$ cat src/hw/pwr_pkg.sv
/*
 * Power sequencer shared definitions
 * Rail indices, host register map, identification bytes, default timer
 * widths and the structs passed between the sequencer blocks
 */
package pwr_pkg;

	localparam int RAIL_COUNT = 9;

	// Rails in power-up order
	localparam int RAIL_ATX    = 0;
	localparam int RAIL_MISCIO = 1;
	localparam int RAIL_VDNA   = 2;
	localparam int RAIL_AVDD   = 3;
	localparam int RAIL_VIOA   = 4;
	localparam int RAIL_VDDA   = 5;
	localparam int RAIL_VCSA   = 6;
	localparam int RAIL_VPPAB  = 7;
	localparam int RAIL_VDDR   = 8;

	// A timer ends when the top bit of its counter sets
	localparam int DEF_DELAY_BITS    = 17;
	localparam int DEF_WAIT_BITS     = 24;
	localparam int DEF_ATX_WAIT_BITS = 27;

	localparam logic [7:0] REG_VERSION  = 8'h00;
	localparam logic [7:0] REG_CLR_ERR  = 8'h03;
	localparam logic [7:0] REG_STATUS   = 8'h07;
	localparam logic [7:0] REG_EN_LO    = 8'h08;
	localparam logic [7:0] REG_EN_HI    = 8'h09;
	localparam logic [7:0] REG_PG_LO    = 8'h0A;
	localparam logic [7:0] REG_PG_HI    = 8'h0B;
	localparam logic [7:0] REG_VENDOR0  = 8'h0C;
	localparam logic [7:0] REG_VENDOR1  = 8'h0D;
	localparam logic [7:0] REG_VENDOR2  = 8'h0E;
	localparam logic [7:0] REG_VENDOR3  = 8'h0F;
	localparam logic [7:0] REG_FAIL_LO  = 8'h18;
	localparam logic [7:0] REG_FAIL_HI  = 8'h19;
	localparam logic [7:0] REG_OVERRIDE = 8'h33;

	localparam logic [7:0] FPGA_VERSION = 8'h00;
	// Byte 0 is read at REG_VENDOR0
	localparam logic [3:0][7:0] VENDOR_ID = {8'h20, 8'h53, 8'h43, 8'h52};

	typedef logic [RAIL_COUNT-1:0] rail_vec_t;
	typedef logic [3:0] rail_idx_t;

	typedef struct packed {
		logic wr;
		logic [7:0] addr;
		logic [7:0] wdata;
	} reg_req_t;

	typedef struct packed {
		logic atx_force;
		logic atx_debug_force;
		logic reg_debug_force;
	} override_t;

	typedef struct packed {
		logic wait_err;
		logic operation_err;
		logic err_found;
	} fault_t;

	typedef struct packed {
		logic atx_en_n;
		logic miscio_en;
		logic vdna_en;
		logic avdd_en;
		logic vioa_en;
		logic vdda_en;
		logic vcsa_en;
		logic vppab_en;
		logic vddrab_en;
		logic vttab_en;
	} rail_en_t;

	// Index of the lowest set rail bit, 0 when none is set
	function automatic rail_idx_t lowest_rail(input rail_vec_t v);
		rail_idx_t idx;
		idx = '0;
		for (int i = RAIL_COUNT - 1; i >= 0; i--) begin
			if (v[i]) begin
				idx = rail_idx_t'(i);
			end
		end
		return idx;
	endfunction

endpackage

$ cat src/hw/pg_sync.sv
/*
 * Input synchronizer
 * Samples the rail power-good pins and system enable, then passes both
 * through two sync stages and flags a falling system enable
 */
`timescale 1ns/1ps

module pg_sync (
	input  logic                clk_in,
	input  logic                rst_n,
	input  logic                sysen,
	input  pwr_pkg::rail_vec_t  pg,
	input  pwr_pkg::override_t  override,
	output pwr_pkg::rail_vec_t  pg_raw,
	output pwr_pkg::rail_vec_t  pg_s,
	output logic                sysen_buf,
	output logic                sysen_s,
	output logic                sysen_fall
);

	pwr_pkg::rail_vec_t pg_s1;
	logic sysen_s1;

	always_ff @(posedge clk_in) begin
		if (!rst_n) begin
			pg_raw <= '0;
			pg_s1 <= '0;
			pg_s <= '0;
			sysen_buf <= 1'b0;
			sysen_s1 <= 1'b0;
			sysen_s <= 1'b0;
			sysen_fall <= 1'b0;
		end else begin
			pg_raw <= pg;
			pg_s1 <= pg_raw;
			pg_s <= pg_s1;
			// ATX force lets the host run the sequence without the BMC
			sysen_buf <= sysen | override.atx_force;
			sysen_s1 <= sysen_buf;
			sysen_s <= sysen_s1;
			sysen_fall <= sysen_s1 & ~sysen_buf;
		end
	end

endmodule

$ cat src/hw/rail_sequencer.sv
/*
 * Rail enable sequencer
 * Brings rails up in order with a settle delay after each power-good,
 * and takes them down in reverse order as the rail above loses power-good
 */
`timescale 1ns/1ps

module rail_sequencer #(
	parameter int DELAY_BITS = pwr_pkg::DEF_DELAY_BITS
) (
	input  logic                clk_in,
	input  logic                rst_n,
	input  logic                sysen_s,
	input  pwr_pkg::rail_vec_t  pg_s,
	input  logic                err_found,
	input  logic                clear_err,
	output pwr_pkg::rail_vec_t  en,
	output pwr_pkg::rail_vec_t  delay_done,
	output logic                settling
);

	pwr_pkg::rail_vec_t cand;
	pwr_pkg::rail_vec_t next_en;
	pwr_pkg::rail_idx_t sel;
	logic [DELAY_BITS-1:0] d_count;

	// Rails that are up but still inside their settle window
	assign cand = en & pg_s & ~delay_done;
	assign sel = pwr_pkg::lowest_rail(cand);
	assign settling = sysen_s & ~err_found & (|cand);

	always_comb begin
		next_en[pwr_pkg::RAIL_ATX] = sysen_s | pg_s[pwr_pkg::RAIL_ATX + 1];
		// Up after the rail below has settled, held while the rail above is good
		for (int i = pwr_pkg::RAIL_ATX + 1; i < pwr_pkg::RAIL_VDDR; i++) begin
			next_en[i] = (sysen_s & delay_done[i-1]) | pg_s[i+1];
		end
		next_en[pwr_pkg::RAIL_VDDR] = sysen_s & delay_done[pwr_pkg::RAIL_VDDR - 1];
	end

	always_ff @(posedge clk_in) begin
		if (!rst_n) begin
			en <= '0;
			delay_done <= '0;
			d_count <= '0;
		end else begin
			// A latched error shuts every rail off
			en <= err_found ? '0 : next_en;

			if (!sysen_s || err_found) begin
				delay_done <= '0;
				d_count <= '0;
			end else if (clear_err || !(|cand)) begin
				d_count <= '0;
			end else if (d_count[DELAY_BITS-1]) begin
				d_count <= '0;
				delay_done[sel] <= 1'b1;
			end else begin
				d_count <= d_count + 1'b1;
			end
		end
	end

endmodule

$ cat src/hw/fault_monitor.sv
/*
 * Sequencing fault monitor
 * Times each enabled rail waiting for power-good, watches settled rails
 * for lost power-good, latches the error and snapshots the failing rails
 */
`timescale 1ns/1ps

module fault_monitor #(
	parameter int WAIT_BITS     = pwr_pkg::DEF_WAIT_BITS,
	parameter int ATX_WAIT_BITS = pwr_pkg::DEF_ATX_WAIT_BITS
) (
	input  logic                clk_in,
	input  logic                rst_n,
	input  pwr_pkg::rail_vec_t  en,
	input  pwr_pkg::rail_vec_t  pg_s,
	input  pwr_pkg::rail_vec_t  pg_raw,
	input  pwr_pkg::rail_vec_t  delay_done,
	input  logic                settling,
	input  logic                clear_err,
	input  logic                sysen_s,
	output pwr_pkg::fault_t     fault,
	output pwr_pkg::rail_vec_t  fail_detail
);

	localparam int CNT_BITS = (ATX_WAIT_BITS > WAIT_BITS) ? ATX_WAIT_BITS : WAIT_BITS;

	pwr_pkg::rail_vec_t waiting;
	pwr_pkg::rail_idx_t sel;
	logic [CNT_BITS-1:0] w_count;
	logic timeout;
	logic err_found_d;

	assign waiting = en & ~pg_s;
	assign sel = pwr_pkg::lowest_rail(waiting);

	// ATX supplies are allowed a much longer ramp
	assign timeout = (sel == pwr_pkg::rail_idx_t'(pwr_pkg::RAIL_ATX)) ?
		w_count[ATX_WAIT_BITS-1] : w_count[WAIT_BITS-1];

	always_ff @(posedge clk_in) begin
		if (!rst_n) begin
			fault <= '0;
			fail_detail <= '0;
			w_count <= '0;
			err_found_d <= 1'b0;
		end else if (clear_err) begin
			fault <= '0;
			fail_detail <= '0;
			w_count <= '0;
			err_found_d <= 1'b0;
		end else begin
			err_found_d <= fault.err_found;

			if (!sysen_s || fault.err_found || settling || !(|waiting)) begin
				w_count <= '0;
			end else if (timeout) begin
				w_count <= '0;
				fault.wait_err <= 1'b1;
			end else begin
				w_count <= w_count + 1'b1;
			end

			// A settled rail must keep its power-good
			if (|(delay_done & ~pg_s)) begin
				fault.operation_err <= 1'b1;
			end

			if (fault.wait_err || fault.operation_err) begin
				fault.err_found <= 1'b1;
			end

			// Enables are still pre-error on the first error cycle
			if (fault.err_found && !err_found_d) begin
				fail_detail <= en ^ pg_raw;
			end
		end
	end

endmodule

$ cat src/hw/ctrl_regs.sv
/*
 * Host register space
 * Byte-wide status, identification and override registers behind a
 * plain address and write strobe port, plus the error clear pulse
 */
`timescale 1ns/1ps

module ctrl_regs (
	input  logic                clk_in,
	input  logic                rst_n,
	input  pwr_pkg::reg_req_t   host,
	input  logic                sysen_fall,
	input  logic                sysen_buf,
	input  pwr_pkg::rail_vec_t  en,
	input  pwr_pkg::rail_vec_t  pg_raw,
	input  pwr_pkg::rail_vec_t  delay_done,
	input  pwr_pkg::rail_vec_t  fail_detail,
	input  pwr_pkg::fault_t     fault,
	output logic [7:0]          rdata,
	output pwr_pkg::override_t  override,
	output logic                clear_err
);

	logic [7:0] rd_next;
	logic clr_wr;

	// Any write to the clear address counts, the data is ignored
	assign clr_wr = host.wr && (host.addr == pwr_pkg::REG_CLR_ERR);

	always_comb begin
		case (host.addr)
			pwr_pkg::REG_VERSION:  rd_next = pwr_pkg::FPGA_VERSION;
			pwr_pkg::REG_STATUS: begin
				rd_next = {3'b000, fault.wait_err, fault.operation_err, fault.err_found,
					sysen_buf, delay_done[pwr_pkg::RAIL_VDDR]};
			end
			pwr_pkg::REG_EN_LO:    rd_next = en[7:0];
			pwr_pkg::REG_EN_HI:    rd_next = {7'b0, en[8]};
			pwr_pkg::REG_PG_LO:    rd_next = pg_raw[7:0];
			pwr_pkg::REG_PG_HI:    rd_next = {7'b0, pg_raw[8]};
			pwr_pkg::REG_VENDOR0:  rd_next = pwr_pkg::VENDOR_ID[0];
			pwr_pkg::REG_VENDOR1:  rd_next = pwr_pkg::VENDOR_ID[1];
			pwr_pkg::REG_VENDOR2:  rd_next = pwr_pkg::VENDOR_ID[2];
			pwr_pkg::REG_VENDOR3:  rd_next = pwr_pkg::VENDOR_ID[3];
			pwr_pkg::REG_FAIL_LO:  rd_next = fail_detail[7:0];
			pwr_pkg::REG_FAIL_HI:  rd_next = {7'b0, fail_detail[8]};
			pwr_pkg::REG_OVERRIDE: begin
				rd_next = {3'b000, override.reg_debug_force, override.atx_debug_force,
					2'b00, override.atx_force};
			end
			default:               rd_next = 8'h00;
		endcase
	end

	always_ff @(posedge clk_in) begin
		if (!rst_n) begin
			override <= '0;
			clear_err <= 1'b0;
			rdata <= 8'h00;
		end else begin
			if (host.wr && (host.addr == pwr_pkg::REG_OVERRIDE)) begin
				override.atx_force <= host.wdata[0];
				override.atx_debug_force <= host.wdata[3];
				override.reg_debug_force <= host.wdata[4];
			end
			// Errors also clear when the system enable goes away
			clear_err <= clr_wr | sysen_fall;
			rdata <= rd_next;
		end
	end

endmodule

$ cat src/hw/power_outputs.sv
/*
 * Pin output stage
 * Registers the rail enables with the debug forces applied and derives
 * system good, LPC reset and the CPU standby reset
 */
`timescale 1ns/1ps

module power_outputs (
	input  logic                clk_in,
	input  logic                rst_n,
	input  pwr_pkg::rail_vec_t  en,
	input  pwr_pkg::rail_vec_t  delay_done,
	input  pwr_pkg::override_t  override,
	input  logic                bmc_boot_complete_n,
	output pwr_pkg::rail_en_t   rail_en,
	output logic                sysgood,
	output logic                lpc_rst,
	output logic                cpu_stby_rst_assert
);

	logic sysgood_buf;
	logic dbg;

	assign dbg = override.reg_debug_force;

	always_ff @(posedge clk_in) begin
		if (!rst_n) begin
			rail_en <= '{atx_en_n: 1'b1, default: 1'b0};
			sysgood_buf <= 1'b0;
			sysgood <= 1'b0;
			lpc_rst <= 1'b0;
			cpu_stby_rst_assert <= 1'b1;
		end else begin
			// ATX PS_ON is active low
			rail_en.atx_en_n <= ~(en[pwr_pkg::RAIL_ATX] | override.atx_debug_force);
			rail_en.miscio_en <= en[pwr_pkg::RAIL_MISCIO] | dbg;
			rail_en.vdna_en <= en[pwr_pkg::RAIL_VDNA] | dbg;
			rail_en.avdd_en <= en[pwr_pkg::RAIL_AVDD] | dbg;
			rail_en.vioa_en <= en[pwr_pkg::RAIL_VIOA] | dbg;
			rail_en.vdda_en <= en[pwr_pkg::RAIL_VDDA] | dbg;
			rail_en.vcsa_en <= en[pwr_pkg::RAIL_VCSA] | dbg;
			rail_en.vppab_en <= en[pwr_pkg::RAIL_VPPAB] | dbg;
			// VTT tracks the DDR supply
			rail_en.vddrab_en <= en[pwr_pkg::RAIL_VDDR] | dbg;
			rail_en.vttab_en <= en[pwr_pkg::RAIL_VDDR] | dbg;

			sysgood_buf <= delay_done[pwr_pkg::RAIL_VDDR];
			sysgood <= sysgood_buf & ~bmc_boot_complete_n;
			lpc_rst <= sysgood_buf;
			cpu_stby_rst_assert <= ~en[pwr_pkg::RAIL_ATX];
		end
	end

endmodule

$ cat src/hw/power_ctrl_top.sv
/*
 * Standby power sequencer top level
 * Nine-rail staged power-up and power-down with fault shutdown and a
 * byte-wide host register port
 */
`timescale 1ns/1ps

module power_ctrl_top #(
	parameter int DELAY_BITS    = pwr_pkg::DEF_DELAY_BITS,
	parameter int WAIT_BITS     = pwr_pkg::DEF_WAIT_BITS,
	parameter int ATX_WAIT_BITS = pwr_pkg::DEF_ATX_WAIT_BITS
) (
	input  logic                clk_in,
	input  logic                rst_n,
	input  logic                sysen,
	input  pwr_pkg::rail_vec_t  pg,
	input  logic                bmc_boot_complete_n,
	input  pwr_pkg::reg_req_t   host,
	output logic [7:0]          rdata,
	output pwr_pkg::rail_en_t   rail_en,
	output logic                sysgood,
	output logic                lpc_rst,
	output logic                cpu_stby_rst_assert
);

	pwr_pkg::override_t override;
	pwr_pkg::fault_t fault;
	pwr_pkg::rail_vec_t pg_raw;
	pwr_pkg::rail_vec_t pg_s;
	pwr_pkg::rail_vec_t en;
	pwr_pkg::rail_vec_t delay_done;
	pwr_pkg::rail_vec_t fail_detail;
	logic sysen_buf;
	logic sysen_s;
	logic sysen_fall;
	logic settling;
	logic clear_err;

	pg_sync i_pg_sync (
		.clk_in, .rst_n, .sysen, .pg, .override,
		.pg_raw, .pg_s, .sysen_buf, .sysen_s, .sysen_fall
	);

	rail_sequencer #(.DELAY_BITS(DELAY_BITS)) i_rail_sequencer (
		.clk_in, .rst_n, .sysen_s, .pg_s,
		.err_found(fault.err_found), .clear_err,
		.en, .delay_done, .settling
	);

	fault_monitor #(.WAIT_BITS(WAIT_BITS), .ATX_WAIT_BITS(ATX_WAIT_BITS)) i_fault_monitor (
		.clk_in, .rst_n, .en, .pg_s, .pg_raw, .delay_done,
		.settling, .clear_err, .sysen_s, .fault, .fail_detail
	);

	ctrl_regs i_ctrl_regs (
		.clk_in, .rst_n, .host, .sysen_fall, .sysen_buf,
		.en, .pg_raw, .delay_done, .fail_detail, .fault,
		.rdata, .override, .clear_err
	);

	power_outputs i_power_outputs (
		.clk_in, .rst_n, .en, .delay_done, .override, .bmc_boot_complete_n,
		.rail_en, .sysgood, .lpc_rst, .cpu_stby_rst_assert
	);

endmodule

$ cat config.mk
export PLATFORM = sky130hd
export DESIGN_NAME = power_ctrl_top
export DESIGN_NICKNAME = d
export VERILOG_FILES = /design/src/hw/pwr_pkg.sv /design/src/hw/pg_sync.sv /design/src/hw/rail_sequencer.sv /design/src/hw/fault_monitor.sv /design/src/hw/ctrl_regs.sv /design/src/hw/power_outputs.sv /design/src/hw/power_ctrl_top.sv
export SDC_FILE = /design/constraint.sdc
export NUM_CORES = 1
export LEC_CHECK = 0
export BUFFER_PORTS_ARGS = -buffer_cell sky130_fd_sc_hd__buf_2
export CORE_UTILIZATION = 45
export DETAILED_ROUTE_END_ITERATION = 8
export PLACE_DENSITY = 0.67
export SKIP_LAST_GASP = 1
export SYNTH_ARGS = -nofsm -noshare
export SYNTH_HDL_FRONTEND = slang
export SYNTH_SLANG_ARGS = --single-unit
$ cat constraint.sdc
create_clock -name clk_in -period 2 [get_ports clk_in]
set_input_delay 0.4 -clock clk_in [delete_from_list [all_inputs] [get_ports clk_in]]
set_output_delay 0.4 -clock clk_in [all_outputs]
set_load 0.05 [all_outputs]
==> flow_summary.ini, run 1 <==
[yosys]
synth.avg_cell_area_um2 = 9.54
yosys.area.top_type = dfxtp_1
async_flop_share = 0
netlist_area_um2 = 5270
synth.distinct_cells = 54
synth_ff_type = dfxtp_1
synth_enable_flop_cells = 0
synthCells = 552
ys.warnings.count = 0
synth-seq-cells = 131
synth_most_common_cell = dfxtp_1
syn-num-nets = 584
ys_seq_area_frac = 0.498
synth_common_cells = 131 x dfxtp_1, 71 x nor2_1, 34 x and2_1, 28 x nand2_1, 28 x nand3_1
synth.top_cell.area_share = 0.498
synth.area.top_cells = dfxtp_1 50%, nor2_1 5.1%, xnor2_1 4.5%, and2_1 4.0%, xor2_1 3.5%

[pwr]
ir_drop_uv = 881
p_leak_uw = 0.00239
power.density_nw_per_um2 = 987

[critical_path]
cp_cell_sequence = nand3b_1 -> nand4_1 -> nor4_2 -> or4_1 -> buf_12 -> nor2_1
r2r_start = i_rail_sequencer.en[4]$_SDFF_PP0_
endpoint_kind = register
slowest_delay_ns = 0.53
worst-r2r-setup-slack_ns = 0.14
critPathMaxFanout = 17
rr_endpoint = i_rail_sequencer.d_count[7]$_SDFF_PP0_
cp-start-kind = register
critPathArrivalTime_ns = 2.22
crit_type = reg2reg
reg2reg_depth = 6
required_ns = 2.35
cp_slowest_cell = or4_1

[global_routing]
antenna_found_initial = 0
track_usage = 0.210
grt_pass1_wl_mm = 18.9
grt_max_degree = 28
grt_pass1_vias = 3913
grt-ovfl-total = 0

[clock_tree]
cts_tree = built
cts-root-buf = clkbuf_16
ctsHoldBuffers = 0
htreeDepth = 4
postCtsResizedCells = 0
clk-insertion-delay-late_ns = 0.41
numCtsBuffers = 17
post-cts-setup-buffer-count = 0
clkTransAtPathRegs_ns = 0.06
clk_path_buf_depth = 2
cts.sinks = 131

[timing]
fmax_mhz = 536
rsz0062_at_grt = no
finalCritPeriodShare = 0.932
slew_headroom = 0.622
tns_ns = 0
finalSetupViolCount = 0
fin_skew_ns = 0.00669
tightestPinTransition_ns = 0.562
setup_slack_ns = 0.136
final.min_clock_period_ns = 1.86
whs_ns = 0.144
final-hold-violation-count = 0
drv_slew = 0

[routing]
vias_per_cell = 5.25
via_count = 4073
wl_per_cell_um = 14.9
finalWirelength_mm = 11.5
ant_nets = 0
drcViolationCount = 0
drt_iter0_markers = 277
first_pass_iters = 4

[die]
die_y_um = 110
ioPinCount = 51
core_um2 = 11400
rows = 39
start_util = 0.461
die_w_um = 110
die-area_um2 = 12100

[place]
io_buffers = 45
place_hpwl_mm = 8.24
gp_congestion = 0.939
dp.cells = 744
preCtsSetupSlack_ns = 0.144

[final_layout]
area_growth_pct = 22.6
nNetsFinal = 652
final_util = 0.565
diodes = 0
final_cells = 776
drive_gt1_frac = 0.197

[min_path]
holdCritStartpoint = bmc_boot_complete_n
hold_class = in2reg
min_to = i_power_outputs.sysgood$_SDFF_PN0_
min_path_cells = 2

[run_status]
outcome = completed

[run]
drv_cap = 0
cells by family (layout without fill, tap and decap cells):
kind of cell,after synthesis,after routing,share of synthesized area
buffers and inverters,39,120,0.0340
flip-flops,131,131,0.498
AO/OA/AOI/OAI,83,83,0.117
XOR/XNOR,48,48,0.0798
adder cells (fa/ha/maj),2,2,0.00475
multiplexers,6,6,0.0147
AND/OR/NAND/NOR,243,243,0.252
worst max-delay path by stage:
stage / from / slack (ns) / cells after the start / to
after detailed placement: host[10] / 0.14 / 5 / i_ctrl_regs.rdata[7]$_SDFF_PN0_
after global placement: host[10] / 0.16 / 5 / i_ctrl_regs.rdata[2]$_SDFF_PN0_
final: i_rail_sequencer.en[4]$_SDFF_PP0_ / 0.14 / 6 / i_rail_sequencer.d_count[7]$_SDFF_PP0_
after floorplan: host[9] / 0.24 / 6 / i_ctrl_regs.rdata[7]$_SDFF_PN0_
after global routing: i_rail_sequencer.en[4]$_SDFF_PP0_ / 0.05 / 6 / i_rail_sequencer.d_count[7]$_SDFF_PP0_
after CTS: i_rail_sequencer.en[4]$_SDFF_PP0_ / 0.17 / 6 / i_rail_sequencer.d_count[5]$_SDFF_PP0_
flip-flops by register name, indices dropped and copies added (netlist names), 9 cells and up:
register,flops
i_pg_sync.pg_raw,9
i_rail_sequencer.delay_done,9
i_fault_monitor.fail_detail,9
i_rail_sequencer.d_count,17
i_power_outputs.rail_en,9
i_pg_sync.pg_s,9
i_pg_sync.pg_s1,9
i_rail_sequencer.en,9
i_fault_monitor.w_count,27
power breakdown:
group	internal, uW	switching (uW)	leakage (uW)
Sequential	2640	24.9	0.00106
Combinational	79.4	99.7	0.00101
Clock	2350	1170	0.000320
worst max-delay path, delay by kind of cell, from the launching register on:
family	cells	cell delay, ns
and+or+nand+nor	5	1.12
buffers and inverters	1	0.20
DFF	1	0.48
layer usage:
metal	track usage	vias up	wire (um)
met5	0	-	0
met4	0.0724	0	122
met3	0.0629	13	701
met2	0.332	107	5390
met1	0.271	1914	5310
li1	-	2039	-
cell type report:
type	instances	area (um^2)
clock buffers	17	425
clock inverters	15	255
fillers	1028	4960
inverters	17	63.8
multi-input cells	382	2460
flip-flops and latches	131	2620
well taps	143	179
repair buffers	71	445
through the flow:
stage                     total power, uW  instance area (um^2)
after floorplan                      2820                  5270
after global routing                 6590                  6460
final                                6370                  6460
after global placement               2900                  5780
after detailed placement             2900                  5780
after CTS                            6420                  6460
layout by cell type (no fill, tap or decap), types with 6 or more instances in the layout:
| cell | n |
|---|---|
| dfxtp_1 | 131 |
| nor2_1 | 71 |
| buf_2 | 45 |
| and2_1 | 34 |
| nand2_1 | 28 |
| nand3_1 | 28 |
| xnor2_1 | 27 |
| buf_4 | 24 |
| xor2_1 | 21 |
| a21oi_1 | 19 |
| inv_1 | 17 |
| clkbuf_16 | 17 |
| nor2b_1 | 13 |
| nand3b_1 | 10 |
| a211oi_1 | 10 |
| o21a_1 | 9 |
| and3_1 | 8 |
| nand4_1 | 8 |
| nor3_1 | 8 |
| nor2_4 | 8 |
| nor4_1 | 6 |
| a31oi_1 | 6 |
| a22o_1 | 6 |
| bufinv_16 | 6 |
No activity file was read; power rests on OpenSTA's default activity.
==> run 2, diff against run 1 <==
GPL_TIMING_DRIVEN = 0   (was unset)
PLACE_DENSITY = unset   (was 0.67)
==> run 2 against run 1 <==
Compared with the run above: critical path depth grew 1; design area shrank 2.0%; cell count shrank 0.39%; total power shrank 5.9%; combinational power shrank 6%; worst setup slack lost 0.037 ns; global-route usage is essentially flat; flip-flop and latch count is the same; wire length grew 0.66%; sequential power is essentially flat; largest cell class unchanged.
==> flow_summary.ini, run 2 (same netlist as run 1, synthesis figures left out) <==
[global_routing]
globalRouteMet3Util = 0.0570
track_usage = 0.210
grt-ovfl-total = 0
use_met1 = 0.291
grt_pass1_wl_mm = 18.9
grt_max_degree = 17
gr-max-usage-layer = met2
antenna_found_initial = 0
grt_pass1_vias = 3741
use_met2 = 0.309

[critical_path]
endpoint_kind = register
required_ns = 2.36
cp-start-kind = register
critPathArrivalTime_ns = 2.26
worst-r2r-setup-slack_ns = 0.1
critPathMaxFanout = 10
crit_type = reg2reg
reg2reg_depth = 7

[pwr]
ir_drop_uv = 1260
power.density_nw_per_um2 = 947
p_leak_uw = 0.00230

[clock_tree]
ctsHoldBuffers = 0
clk_path_buf_depth = 2
clkTransAtPathRegs_ns = 0.06
cts.sinks = 131
htreeDepth = 4
clk-insertion-delay-late_ns = 0.42
cts-root-buf = clkbuf_16
numCtsBuffers = 17
cts_tree = built

[die]
start_util = 0.461
die_w_um = 110
ioPinCount = 51
core_um2 = 11400
die-area_um2 = 12100
rows = 39
die_y_um = 110

[timing]
tns_ns = 0
final-hold-violation-count = 0
drv_slew = 0
finalSetupViolCount = 0
slew_headroom = 0.555
finalCritPeriodShare = 0.951
rsz0062_at_grt = no
whs_ns = 0.139
fmax_mhz = 526
tightestPinTransition_ns = 0.658
fin_skew_ns = 0.0101
final.min_clock_period_ns = 1.90

[min_path]
min_path_cells = 2
hold_class = in2reg

[final_layout]
layout_commonest_cell = dfxtp_1
largest_reg_flops = 27
area_growth_pct = 20.1
regMostFlops = i_fault_monitor.w_count
num-fill-cells = 1045
drive_gt1_frac = 0.190
layout_common_cells = 123 x dfxtp_1, 70 x nor2_1, 50 x buf_2, 34 x and2_1, 28 x nand3_1
top_regs = i_fault_monitor.w_count x27, i_rail_sequencer.d_count x17
diodes = 0
nNetsFinal = 649

[routing]
via_count = 4064
finalWirelength_mm = 11.6
wl_per_cell_um = 15.0
ant_nets = 0
drt_iter0_markers = 191
drcViolationCount = 0
first_pass_iters = 4
vias_per_cell = 5.26

[run]
drv_cap = 0

[place]
place_hpwl_mm = 8.25
io_buffers = 43
gp_congestion = 0.872

[run_status]
outcome = completed
==> run 2: layout make-up <==
type                    instances  area [um^2]  share of cell area
well taps                     143          179              0.0283
clock buffers                  18          429              0.0679
plain buffers                  22          115              0.0182
inverters                      17         63.8              0.0101
repair buffers                 46          238              0.0376
flip-flops and latches        131         2640               0.417
multi-input cells             382         2480               0.393
clock inverters                14          178              0.0281
==> run 2: per-layer routing <==
| metal | part of all wire | up-vias |
|---|---|---|
| met5 | 0 | - |
| met4 | 0.012 | 0 |
| met3 | 0.048 | 12 |
| met2 | 0.43 | 94 |
| met1 | 0.51 | 1914 |
| li1 | - | 2044 |
==> run 2: metrics by stage <==
step / total power [uW] / cells / cell area, um^2 / setup WS, ns / util
after floorplan: 2820 / 552 / 5270 / 0.244 / -
after CTS: 6060 / 771 / 6280 / 0.00177 / 0.550
after detailed placement: 2900 / 738 / 5660 / -0.213 / 0.496
after global placement: 2890 / 738 / 5660 / -0.185 / 0.496
after global routing: 6200 / 773 / 6320 / 0.00205 / 0.554
final: 5990 / 773 / 6320 / 0.0983 / 0.554
==> run 2: what timing repair did <==
action | 4_1_cts | 5_1_grt
buffers inserted | 1 | 2
gates resized for setup | 3 | 11
setup endpoints to repair | 30 | 22
pin swaps | 1 | 2
==> run 2: worst paths after layout <==
path                                     start                                       to
max          i_rail_sequencer.en[0]$_SDFF_PP0_  i_rail_sequencer.d_count[11]$_SDFF_PP0_
min                        bmc_boot_complete_n       i_power_outputs.sysgood$_SDFF_PN0_
max reg2reg  i_rail_sequencer.en[0]$_SDFF_PP0_  i_rail_sequencer.d_count[11]$_SDFF_PP0_
min reg2reg      i_pg_sync.pg_s1[4]$_SDFF_PN0_             i_pg_sync.pg_s[4]$_SDFF_PN0_
==> run 2: critical path, stage by stage, from the launching register on <==
cell,delay [ns]
dfxtp_2,0.45
nand3b_1,0.15
nand4_1,0.23
nor4_4,0.07
or4_1,0.49
buf_4,0.19
buf_12,0.16
nor2_4,0.09
==> run 2: where the power goes <==
| group | internal [uW] | switching (uW) | total (uW) | leakage, uW |
|---|---|---|---|---|
| clock network | 1980 | 1180 | 3150 | 0.000296 |
| logic | 71.9 | 96.3 | 168 | 0.000937 |
| registers | 2640 | 32.7 | 2670 | 0.00107 |
